**config.mk**
```make
export PLATFORM = sky130hd
export DESIGN_NAME = io_ring_top
export DESIGN_NICKNAME = d
export VERILOG_FILES = /design/src/strap_pkg.sv /design/src/pad_pkg.sv /design/src/io_ring_top.sv /design/src/strap_sampler.sv /design/src/usb_overlay.sv /design/src/pad_bank.sv
export VERILOG_INCLUDE_DIRS = /design/src /design/src/src
export SDC_FILE = /design/constraint.sdc
export NUM_CORES = 1
export LEC_CHECK = 0
export BUFFER_PORTS_ARGS = -buffer_cell sky130_fd_sc_hd__buf_2
export CAP_MARGIN = 20
export CORE_AREA = 2 2 205 207
export CTS_BUF_LIST = sky130_fd_sc_hd__clkbuf_16
export DETAILED_ROUTE_END_ITERATION = 10
export DIE_AREA = 0 0 207 209
export SLEW_MARGIN = 20
export SYNTH_ARGS = -nofsm -noshare
export SYNTH_HDL_FRONTEND = slang
export SYNTH_SLANG_ARGS = --single-unit
```
**constraint.sdc**
```tcl
create_clock -name clk_main_i -period 1.1 [get_ports clk_main_i]
set_clock_uncertainty 0.05 [all_clocks]
set_input_delay 0.22 -clock clk_main_i [delete_from_list [all_inputs] [get_ports clk_main_i]]
set_output_delay 0.22 -clock clk_main_i [all_outputs]
set_load 0.02 [all_outputs]
```
**src/io_settings.svh**
```systemverilog
/* Pad counts, attribute width, pad variant codes and pin map of the I/O ring.
   DIO positions follow the dedicated pad order of the pinout, USB_N at bit 0 */
`ifndef IO_SETTINGS_SVH
`define IO_SETTINGS_SVH

////////////////////
// Pad counts
////////////////////

`define NUM_MIO 44
`define NUM_DIO 21
`define ATTR_W  2   // invert plus pull/keep

// Pad variant encodings
`define PAD_VAR_BIDIR      2'd0
`define PAD_VAR_INPUT_ONLY 2'd1
`define PAD_VAR_TOLERANT   2'd2
`define PAD_VAR_OPEN_DRAIN 2'd3

////////////////////
// MIO pin map
////////////////////

`define MIO_STRAP0_IDX 26  // IOC8
`define MIO_STRAP1_IDX 23  // IOC5
`define MIO_TRST_IDX   18  // IOC0

////////////////////
// DIO pin map
////////////////////

`define DIO_USB_N          0
`define DIO_USB_P          1
`define DIO_USB_D          2   // Replaced by the differential receiver
`define DIO_USB_DN_PULLUP  5
`define DIO_USB_DP_PULLUP  6

// SPI device pins double as the JTAG port
`define DIO_SPI_DEV_D0     15  // TDI
`define DIO_SPI_DEV_D1     16  // TDO
`define DIO_SPI_DEV_CSB    19  // TMS
`define DIO_SPI_DEV_SCK    20  // TCK

`endif
```
**src/strap_pkg.sv**
```systemverilog
/* TAP selection and JTAG types for the strap sampler.
   tap_sel_e is encoded as {strap1, strap0} */
`default_nettype none

package strap_pkg;

  ////////////////////
  // TAP selection
  ////////////////////

  typedef enum logic [1:0] {
    TAP_NONE = 2'b00,  // Pins stay with the core
    TAP_LC   = 2'b01,
    TAP_RV   = 2'b10,
    TAP_DFT  = 2'b11
  } tap_sel_e;

  ////////////////////
  // JTAG signals
  ////////////////////

  // Routed from the pads towards the TAP
  typedef struct packed {
    logic tck;
    logic tms;
    logic trst_n;
    logic tdi;
  } jtag_req_t;

  // Returned from the TAP to the TDO pad
  typedef struct packed {
    logic tdo;
    logic tdo_oe;
  } jtag_rsp_t;

endpackage : strap_pkg

`default_nettype wire

```
**src/pad_pkg.sv**
```systemverilog
/* Pad level types shared by the banks and the top level.
   pull_keep is carried through but has no effect in this model */
`default_nettype none

`include "io_settings.svh"

package pad_pkg;

  ////////////////////
  // Pad variants
  ////////////////////

  typedef enum logic [1:0] {
    PAD_BIDIR      = `PAD_VAR_BIDIR,
    PAD_INPUT_ONLY = `PAD_VAR_INPUT_ONLY,
    PAD_TOLERANT   = `PAD_VAR_TOLERANT,
    PAD_OPEN_DRAIN = `PAD_VAR_OPEN_DRAIN
  } pad_variant_e;

  // Per pad attribute, invert sits in bit 0
  typedef struct packed {
    logic [`ATTR_W-2:0] pull_keep;  // Remaining attribute bits, no function here
    logic               invert;     // Applies to output and input path
  } pad_attr_t;

  ////////////////////
  // Pad vectors
  ////////////////////

  typedef logic [`NUM_MIO-1:0] mio_vec_t;
  typedef logic [`NUM_DIO-1:0] dio_vec_t;

  // Core side output and enable, muxed pads
  typedef struct packed {
    mio_vec_t out;
    mio_vec_t oe;
  } mio_core_t;

  // Same layout for the dedicated pads
  typedef struct packed {
    dio_vec_t out;
    dio_vec_t oe;
  } dio_core_t;

endpackage : pad_pkg

`default_nettype wire

```
**src/io_ring_top.sv**
```systemverilog
/* I/O ring between the pads and the core. Pads are split into in, out and oe vectors.
   Variant layout follows the ASIC pinout, open drain on A4-5, B8-11, C8-11, R8-13 */
`timescale 1ns/1ps
`default_nettype none

`include "io_settings.svh"

module io_ring_top
  import pad_pkg::*;
  import strap_pkg::*;
(
  input  logic                     clk_main_i,
  input  logic                     arst_n_i,
  // Core side
  input  mio_core_t                mio_core_i,
  input  dio_core_t                dio_core_i,
  input  pad_attr_t [`NUM_MIO-1:0] mio_attr_i,
  input  pad_attr_t [`NUM_DIO-1:0] dio_attr_i,
  output mio_vec_t                 mio_in_o,
  output dio_vec_t                 dio_in_o,
  // Pad side
  input  mio_vec_t                 mio_pad_in_i,
  output mio_vec_t                 mio_pad_out_o,
  output mio_vec_t                 mio_pad_oe_o,
  input  dio_vec_t                 dio_pad_in_i,
  output dio_vec_t                 dio_pad_out_o,
  output dio_vec_t                 dio_pad_oe_o,
  // JTAG and USB
  output jtag_req_t                jtag_o,
  input  jtag_rsp_t                jtag_i,
  input  logic                     usb_rx_en_i,
  input  logic                     core_pok_i,
  output logic                     usb_pullup_p_en_o,
  output logic                     usb_pullup_n_en_o
);

  // MSB first, bank R down to bank A
  localparam pad_variant_e [`NUM_MIO-1:0] MIO_VARIANT = {
    {6{PAD_OPEN_DRAIN}}, {8{PAD_BIDIR}},  // IOR13..8, IOR7..0
    {4{PAD_OPEN_DRAIN}}, {8{PAD_BIDIR}},  // IOC11..8, IOC7..0
    {4{PAD_OPEN_DRAIN}}, {8{PAD_BIDIR}},  // IOB11..8, IOB7..0
    {2{PAD_OPEN_DRAIN}}, {4{PAD_BIDIR}}   // IOA5..4, IOA3..0
  };

  // SPI device clock and CS_L on top, USB pair at the bottom
  localparam pad_variant_e [`NUM_DIO-1:0] DIO_VARIANT = {
    {2{PAD_INPUT_ONLY}}, {17{PAD_BIDIR}}, {2{PAD_TOLERANT}}
  };

  mio_vec_t  mio_sync;
  dio_vec_t  dio_sync;
  dio_vec_t  dio_usb;      // After the USB substitution
  dio_core_t dio_core_pad; // After the TDO override

  ////////////////////
  // Pad banks
  ////////////////////

  pad_bank #(.NUM_PADS(`NUM_MIO), .VARIANT(MIO_VARIANT)) mio_bank (
    .clk_main_i (clk_main_i),
    .arst_n_i   (arst_n_i),
    .core_out_i (mio_core_i.out),
    .core_oe_i  (mio_core_i.oe),
    .attr_i     (mio_attr_i),
    .core_in_o  (mio_sync),
    .pad_in_i   (mio_pad_in_i),
    .pad_out_o  (mio_pad_out_o),
    .pad_oe_o   (mio_pad_oe_o)
  );

  pad_bank #(.NUM_PADS(`NUM_DIO), .VARIANT(DIO_VARIANT)) dio_bank (
    .clk_main_i (clk_main_i),
    .arst_n_i   (arst_n_i),
    .core_out_i (dio_core_pad.out),
    .core_oe_i  (dio_core_pad.oe),
    .attr_i     (dio_attr_i),
    .core_in_o  (dio_sync),
    .pad_in_i   (dio_pad_in_i),
    .pad_out_o  (dio_pad_out_o),
    .pad_oe_o   (dio_pad_oe_o)
  );

  ////////////////////
  // USB and straps
  ////////////////////

  usb_overlay u_usb_overlay (
    .clk_main_i        (clk_main_i),
    .arst_n_i          (arst_n_i),
    .dio_core_i        (dio_core_i),
    .usb_p_i           (dio_pad_in_i[`DIO_USB_P]),  // Raw pad, not synchronized
    .usb_n_i           (dio_pad_in_i[`DIO_USB_N]),
    .usb_rx_en_i       (usb_rx_en_i),
    .core_pok_i        (core_pok_i),
    .dio_in_i          (dio_sync),
    .dio_in_o          (dio_usb),
    .usb_pullup_p_en_o (usb_pullup_p_en_o),
    .usb_pullup_n_en_o (usb_pullup_n_en_o)
  );

  strap_sampler u_strap_sampler (
    .clk_main_i (clk_main_i),
    .arst_n_i   (arst_n_i),
    .mio_in_i   (mio_sync),
    .dio_in_i   (dio_usb),
    .dio_core_i (dio_core_i),
    .jtag_i     (jtag_i),
    .mio_in_o   (mio_in_o),
    .dio_in_o   (dio_in_o),
    .dio_core_o (dio_core_pad),
    .jtag_o     (jtag_o)
  );

endmodule : io_ring_top

`default_nettype wire

```
**src/strap_sampler.sv**
```systemverilog
/* TAP straps are sampled once, 3 cycles after reset release, and held until reset.
   Strap values are taken after input invert, as the core would see them */
`timescale 1ns/1ps
`default_nettype none

`include "io_settings.svh"

module strap_sampler
  import pad_pkg::*;
  import strap_pkg::*;
(
  input  logic      clk_main_i,
  input  logic      arst_n_i,
  // Synchronized pad inputs
  input  mio_vec_t  mio_in_i,
  input  dio_vec_t  dio_in_i,
  // Core outputs towards the DIO bank
  input  dio_core_t dio_core_i,
  input  jtag_rsp_t jtag_i,
  // To the core
  output mio_vec_t  mio_in_o,
  output dio_vec_t  dio_in_o,
  // To the pads
  output dio_core_t dio_core_o,
  output jtag_req_t jtag_o
);

  logic [1:0] wait_cnt_q;
  logic       strap_done;
  tap_sel_e   tap_sel_q;
  logic       jtag_active;

  ////////////////////
  // Strap capture
  ////////////////////

  assign strap_done = (wait_cnt_q == 2'd3);

  always_ff @(posedge clk_main_i or negedge arst_n_i) begin
    if (!arst_n_i) begin
      wait_cnt_q <= 2'd0;
      tap_sel_q  <= TAP_NONE;
    end else if (!strap_done) begin
      wait_cnt_q <= wait_cnt_q + 2'd1;
      // Sync stages are filled with post-reset pad values by now
      if (wait_cnt_q == 2'd2) begin
        tap_sel_q <= tap_sel_e'({mio_in_i[`MIO_STRAP1_IDX], mio_in_i[`MIO_STRAP0_IDX]});
      end
    end
  end

  assign jtag_active = (tap_sel_q != TAP_NONE);

  ////////////////////
  // JTAG routing
  ////////////////////

  always_comb begin
    jtag_o = '0;
    if (jtag_active) begin
      jtag_o.tck    = dio_in_i[`DIO_SPI_DEV_SCK];
      jtag_o.tms    = dio_in_i[`DIO_SPI_DEV_CSB];
      jtag_o.trst_n = mio_in_i[`MIO_TRST_IDX];
      jtag_o.tdi    = dio_in_i[`DIO_SPI_DEV_D0];
    end
  end

  // Core sees idle SPI and TRST while the TAP owns the pins
  always_comb begin
    mio_in_o = mio_in_i;
    dio_in_o = dio_in_i;
    if (jtag_active) begin
      mio_in_o[`MIO_TRST_IDX]    = 1'b0;
      dio_in_o[`DIO_SPI_DEV_SCK] = 1'b0;
      dio_in_o[`DIO_SPI_DEV_CSB] = 1'b1;  // CSB is active low
      dio_in_o[`DIO_SPI_DEV_D0]  = 1'b0;
    end
  end

  // TDO takes over the SPI device D1 pad
  always_comb begin
    dio_core_o = dio_core_i;
    if (jtag_active) begin
      dio_core_o.out[`DIO_SPI_DEV_D1] = jtag_i.tdo;
      dio_core_o.oe[`DIO_SPI_DEV_D1]  = jtag_i.tdo_oe;
    end
  end

  ////////////////////
  // Checks
  ////////////////////

  // Selection is frozen for the rest of the reset period
  a_tap_sel_stable: assert property (@(posedge clk_main_i) disable iff (!arst_n_i)
    strap_done |=> $stable(tap_sel_q));

  // No JTAG traffic reaches the TAP before the straps are known
  a_jtag_idle_early: assert property (@(posedge clk_main_i) disable iff (!arst_n_i)
    !strap_done |-> (jtag_o == '0));

endmodule : strap_sampler

`default_nettype wire

```
**src/usb_overlay.sv**
```systemverilog
/* USB pull-up enables and the gated differential receiver.
   The receiver output is resynchronized and replaces the USB data input */
`timescale 1ns/1ps
`default_nettype none

`include "io_settings.svh"

module usb_overlay
  import pad_pkg::*;
(
  input  logic      clk_main_i,
  input  logic      arst_n_i,
  input  dio_core_t dio_core_i,
  // Raw USB pad pair
  input  logic      usb_p_i,
  input  logic      usb_n_i,
  input  logic      usb_rx_en_i,
  input  logic      core_pok_i,
  // Synchronized inputs from the DIO bank
  input  dio_vec_t  dio_in_i,
  output dio_vec_t  dio_in_o,
  output logic      usb_pullup_p_en_o,
  output logic      usb_pullup_n_en_o
);

  logic usb_diff_rx;
  logic rx_sync_q1, rx_sync_q2;

  ////////////////////
  // Pull-ups
  ////////////////////

  assign usb_pullup_p_en_o = dio_core_i.out[`DIO_USB_DP_PULLUP] &
                             dio_core_i.oe[`DIO_USB_DP_PULLUP];
  assign usb_pullup_n_en_o = dio_core_i.out[`DIO_USB_DN_PULLUP] &
                             dio_core_i.oe[`DIO_USB_DN_PULLUP];

  ////////////////////
  // Diff receiver
  ////////////////////

  // J state only, SE0 and SE1 read as 0
  assign usb_diff_rx = usb_rx_en_i & core_pok_i & usb_p_i & ~usb_n_i;

  // Same two stage delay as the pad synchronizers
  always_ff @(posedge clk_main_i or negedge arst_n_i) begin
    if (!arst_n_i) begin
      rx_sync_q1 <= 1'b0;
      rx_sync_q2 <= 1'b0;
    end else begin
      rx_sync_q1 <= usb_diff_rx;
      rx_sync_q2 <= rx_sync_q1;
    end
  end

  // Substitute the data position, everything else passes
  always_comb begin
    dio_in_o             = dio_in_i;
    dio_in_o[`DIO_USB_D] = rx_sync_q2;
  end

endmodule : usb_overlay

`default_nettype wire

```
**src/pad_bank.sv**
```systemverilog
/* One bank of pads. The variant is fixed per pad at elaboration.
   Invert is applied before the two input flops, so the core sees it 2 cycles later */
`timescale 1ns/1ps
`default_nettype none

module pad_bank
  import pad_pkg::*;
#(
  parameter int unsigned                NUM_PADS = 1,
  parameter pad_variant_e [NUM_PADS-1:0] VARIANT = {NUM_PADS{PAD_BIDIR}}
) (
  input  logic                       clk_main_i,
  input  logic                       arst_n_i,
  // Core side
  input  logic      [NUM_PADS-1:0]   core_out_i,
  input  logic      [NUM_PADS-1:0]   core_oe_i,
  input  pad_attr_t [NUM_PADS-1:0]   attr_i,
  output logic      [NUM_PADS-1:0]   core_in_o,
  // Pad side
  input  logic      [NUM_PADS-1:0]   pad_in_i,
  output logic      [NUM_PADS-1:0]   pad_out_o,
  output logic      [NUM_PADS-1:0]   pad_oe_o
);

  logic [NUM_PADS-1:0] pad_in_eff;
  logic [NUM_PADS-1:0] sync_q1, sync_q2;

  ////////////////////
  // Per pad drivers
  ////////////////////

  for (genvar i = 0; i < NUM_PADS; i++) begin : gen_pad
    assign pad_in_eff[i] = pad_in_i[i] ^ attr_i[i].invert;

    if (VARIANT[i] == PAD_OPEN_DRAIN) begin : gen_open_drain
      // Pull low only for an enabled zero
      assign pad_out_o[i] = 1'b0;
      assign pad_oe_o[i]  = core_oe_i[i] & ~(core_out_i[i] ^ attr_i[i].invert);
    end else if (VARIANT[i] == PAD_INPUT_ONLY) begin : gen_input_only
      assign pad_out_o[i] = 1'b0;
      assign pad_oe_o[i]  = 1'b0;  // No output driver
    end else begin : gen_push_pull
      // Bidir and tolerant drive both levels
      assign pad_out_o[i] = core_out_i[i] ^ attr_i[i].invert;
      assign pad_oe_o[i]  = core_oe_i[i];
    end
  end

  ////////////////////
  // Input sync
  ////////////////////

  always_ff @(posedge clk_main_i or negedge arst_n_i) begin
    if (!arst_n_i) begin
      sync_q1 <= '0;
      sync_q2 <= '0;
    end else begin
      sync_q1 <= pad_in_eff;
      sync_q2 <= sync_q1;
    end
  end

  assign core_in_o = sync_q2;

endmodule : pad_bank

`default_nettype wire

```
==> impl_metrics.tcl <==
set metrics [dict create \
    netlist.area_leader.share 0.587 \
    finalSetupViolations 71 \
    hold_depth 2 \
    fin_ws_ps -691 \
    cts_buffer_depth 2 \
    globalRouteTotalUtil 0.0793 \
    arrival_ps 1520 \
    avgSynthCellArea_sq_um 13.4 \
    synth_area_leaders "dfrtp_1 59%, xor2_1 17%, buf_4 17%" \
    clk_latency_ps 430 \
    fmax_ghz 0.558 \
    drt-total-wl_microns 16900 \
    grt_pass1_wl_microns 25500 \
    vias 4272 \
    reg2reg_from "u_strap_sampler.wait_cnt_q[1]$_DFFE_PN0P_" \
    maxCapViolCount 0 \
    r2r_end "u_strap_sampler.tap_sel_q[1]$_DFFE_PN0P_" \
    fin_nets 1171 \
    synth_xor_xnor_area_share 0.196 \
    cts_tree "built" \
    period_share 1.63 \
    synth_compound_area_frac 0.000876 \
    clock_sinks 134 \
    status "finished, violations left" \
    layout-drive-gt1-share 0.508 \
    crit_type "register to output pin" \
    num_io_pins 532 \
    coreArea_sq_um 41300 \
    synth_area_sq_um 5710 \
    start_util 0.138 \
    crit_fanout 3 \
    synth_cell_types 17 \
    multiInputGateArea_sq_um 1560 \
    drtPass1Iterations 4 \
    numCtsBuffers 17 \
    wire_per_inst_microns 12.2 \
    hold_path_end "mio_bank.sync_q1[14]$_DFF_PN0_" \
    synth_fa_ha_area_frac 0.00438 \
    clkSlewWorstSetupHoldPaths_ps 60 \
    powerDensity_nw_per_um2 1450 \
    endpoint_kind "output pin" \
    reg2reg_depth 2 \
    gp_routability_congestion 0.774 \
    critical_path_required_ps 830 \
    yosys_warnings 0 \
    dr.first_iter.drc_count 81 \
    io_buffers 353 \
    startpoint_type "register" \
    holdCritPathClass "input pin to register" \
    violations "negative setup slack" \
    finalSetupTns_ps -12290 \
    num_rows 75 \
    synth_top_family_by_area "XOR/XNOR gates" \
    final-seq-area_sq_um 3350 \
    dp_hpwl_microns 12200 \
    synth_simple_gate_area_frac 0.0355 \
    route.detailed.drc 0 \
    hold_start "mio_attr_i[28]" \
    synth_top_area_cell "dfrtp_1" \
    viasPerCell 3.07 \
    ys_ff_latch 134 \
    htreeDepth 4 \
    die-height_microns 209 \
    muxShareOfSynthArea 0.00767 \
    grt_setup_unrepaired "yes" \
    finalHoldViolCount 0 \
    ys_async_sr_fraction 1.00 \
    synth_common_cells "134 x dfrtp_1, 127 x buf_4, 110 x xor2_1, 18 x and2_1, 18 x xnor2_1" \
    grt_pass1_vias 4736 \
    die_area_sq_um 43300 \
    synth_edf_count 0 \
    grt.overflow.total 0 \
    yosysMostFrequentCell "dfrtp_1" \
    total_power_uw 14200 \
    nFillCells 4329 \
    antenna_cells 0 \
    ys_seq_area_frac 0.587 \
    die_x_microns 207 \
    ir_drop_mv 0.804 \
    area_delta_synth_final_pct 71.4 \
    worst-r2r-setup-slack_ps 40 \
    slew_violations 0 \
    p_leak_uw 0.00477 \
    grt_antenna_before_repair 0 \
    root_buffer "clkbuf_16" \
    grt_max_degree 34 \
    ys.flop_type "dfrtp_1" \
    period_needed_ps 1790 \
    ant_nets 0 \
    synthCells 427 \
]
[metal layers]
layer / global-route usage / routed length [microns] / vias to the layer above
li1: - / - / 1985
met1: 0.0767 / 6000 / 2025
met2: 0.143 / 8940 / 252
met3: 0.0421 / 1760 / 10
met4: 0.0278 / 227 / 0
met5: 0 / 0 / -
[metrics by stage]
step | util | cell area, sq um | cells | setup slack [ps] | hold WS, ps
finish | 0.237 | 9790 | 1390 | -691 | 52.2
global route | 0.237 | 9790 | 1390 | -769 | 36.3
CTS | 0.235 | 9720 | 1389 | -750 | 23.2
detailed placement | 0.180 | 7450 | 1229 | -316 | 92.2
global placement | 0.180 | 7450 | 1229 | -286 | 91.2
floorplan | - | 5790 | 446 | -186 | -126
[worst max path at each step]
stage,start,endpoint,slack [ps],depth (start not counted)
global placement,u_strap_sampler.tap_sel_q[0]$_DFFE_PN0P_,dio_pad_out_o[16],-290,4
floorplan,u_strap_sampler.tap_sel_q[0]$_DFFE_PN0P_,dio_pad_out_o[16],-190,3
detailed placement,u_strap_sampler.tap_sel_q[0]$_DFFE_PN0P_,dio_pad_out_o[16],-320,4
global route,u_strap_sampler.tap_sel_q[1]$_DFFE_PN0P_,dio_pad_out_o[16],-770,4
CTS,u_strap_sampler.tap_sel_q[1]$_DFFE_PN0P_,dio_pad_out_o[16],-750,4
finish,u_strap_sampler.tap_sel_q[1]$_DFFE_PN0P_,dio_pad_oe_o[16],-690,4
[layout by cell type (no fill, tap or decap), types with 2 or more instances in the layout]
| cell type | count |
|---|---|
| clkinv_2 | 2 |
| xnor2_1 | 13 |
| buf_4 | 29 |
| xor2_1 | 108 |
| and2_1 | 17 |
| dfrtp_1 | 133 |
| xnor2_2 | 5 |
| clkbuf_16 | 17 |
| xor2_2 | 2 |
| mux2_4 | 3 |
| inv_6 | 8 |
| and2_2 | 3 |
| buf_2 | 280 |
| buf_12 | 2 |
| and2b_2 | 4 |
| conb_1 | 20 |
| dlygate4sd3_1 | 124 |
| buf_6 | 65 |
| clkinv_4 | 2 |
[area by class of cell]
cell class / instances / area share
Sequential cell: 134 / 0.343
Timing Repair Buffer: 500 / 0.371
Multi-Input combinational cell: 184 / 0.159
Tap cell: 539 / 0.0689
Clock buffer: 17 / 0.0435
Clock inverter: 15 / 0.0142
Inverter: 1 / 0.000383
[cells by family (layout without fill, tap and decap cells)]
kind of cell    after synthesis  count (layout)
fa+ha+maj                     2               2
xor+xnor                    128             128
simple gates                 29              29
flops                       134             134
mux                           4               4
compound gates                1               1
buf+inv                     128             533
other cells                   1              20
[state kept, by name (all words and copies together), names as in the netlist]
register,flops
dio_bank.core_in_o,20
u_strap_sampler.tap_sel_q,2
mio_bank.sync_q1,44
u_strap_sampler.wait_cnt_q,2
dio_bank.sync_q1,20
u_usb_overlay.rx_sync_q1,1
mio_bank.core_in_o,44
u_usb_overlay.rx_sync_q2,1
[critical path: stages, from the launching register on]
cell and delay, ps:
dfrtp_1 400, nor2_4 150, buf_4 130, mux2_4 290, buf_6 130
[what timing repair did]
| item | 4_1_cts | 5_1_grt |
|---|---|---|
| hold buffers | 124 | 0 |
| endpoints found under the setup margin | 76 | 80 |
| resized for setup | 137 | 15 |
| buffers inserted | 4 | 1 |
| pin swaps | 1 | 3 |
| hold endpoints to repair | 198 | 0 |
[where the power goes]
| group | leakage, uW | total [uW] | switching, uW | internal, uW |
|---|---|---|---|---|
| clock | 0.000278 | 5490 | 2340 | 3150 |
| combinational | 0.00294 | 3120 | 1570 | 1550 |
| sequential | 0.00156 | 5610 | 191 | 5420 |
| total | 0.00477 | 14200 | 4100 | 10100 |
No activity file was read; power rests on OpenSTA's default activity.
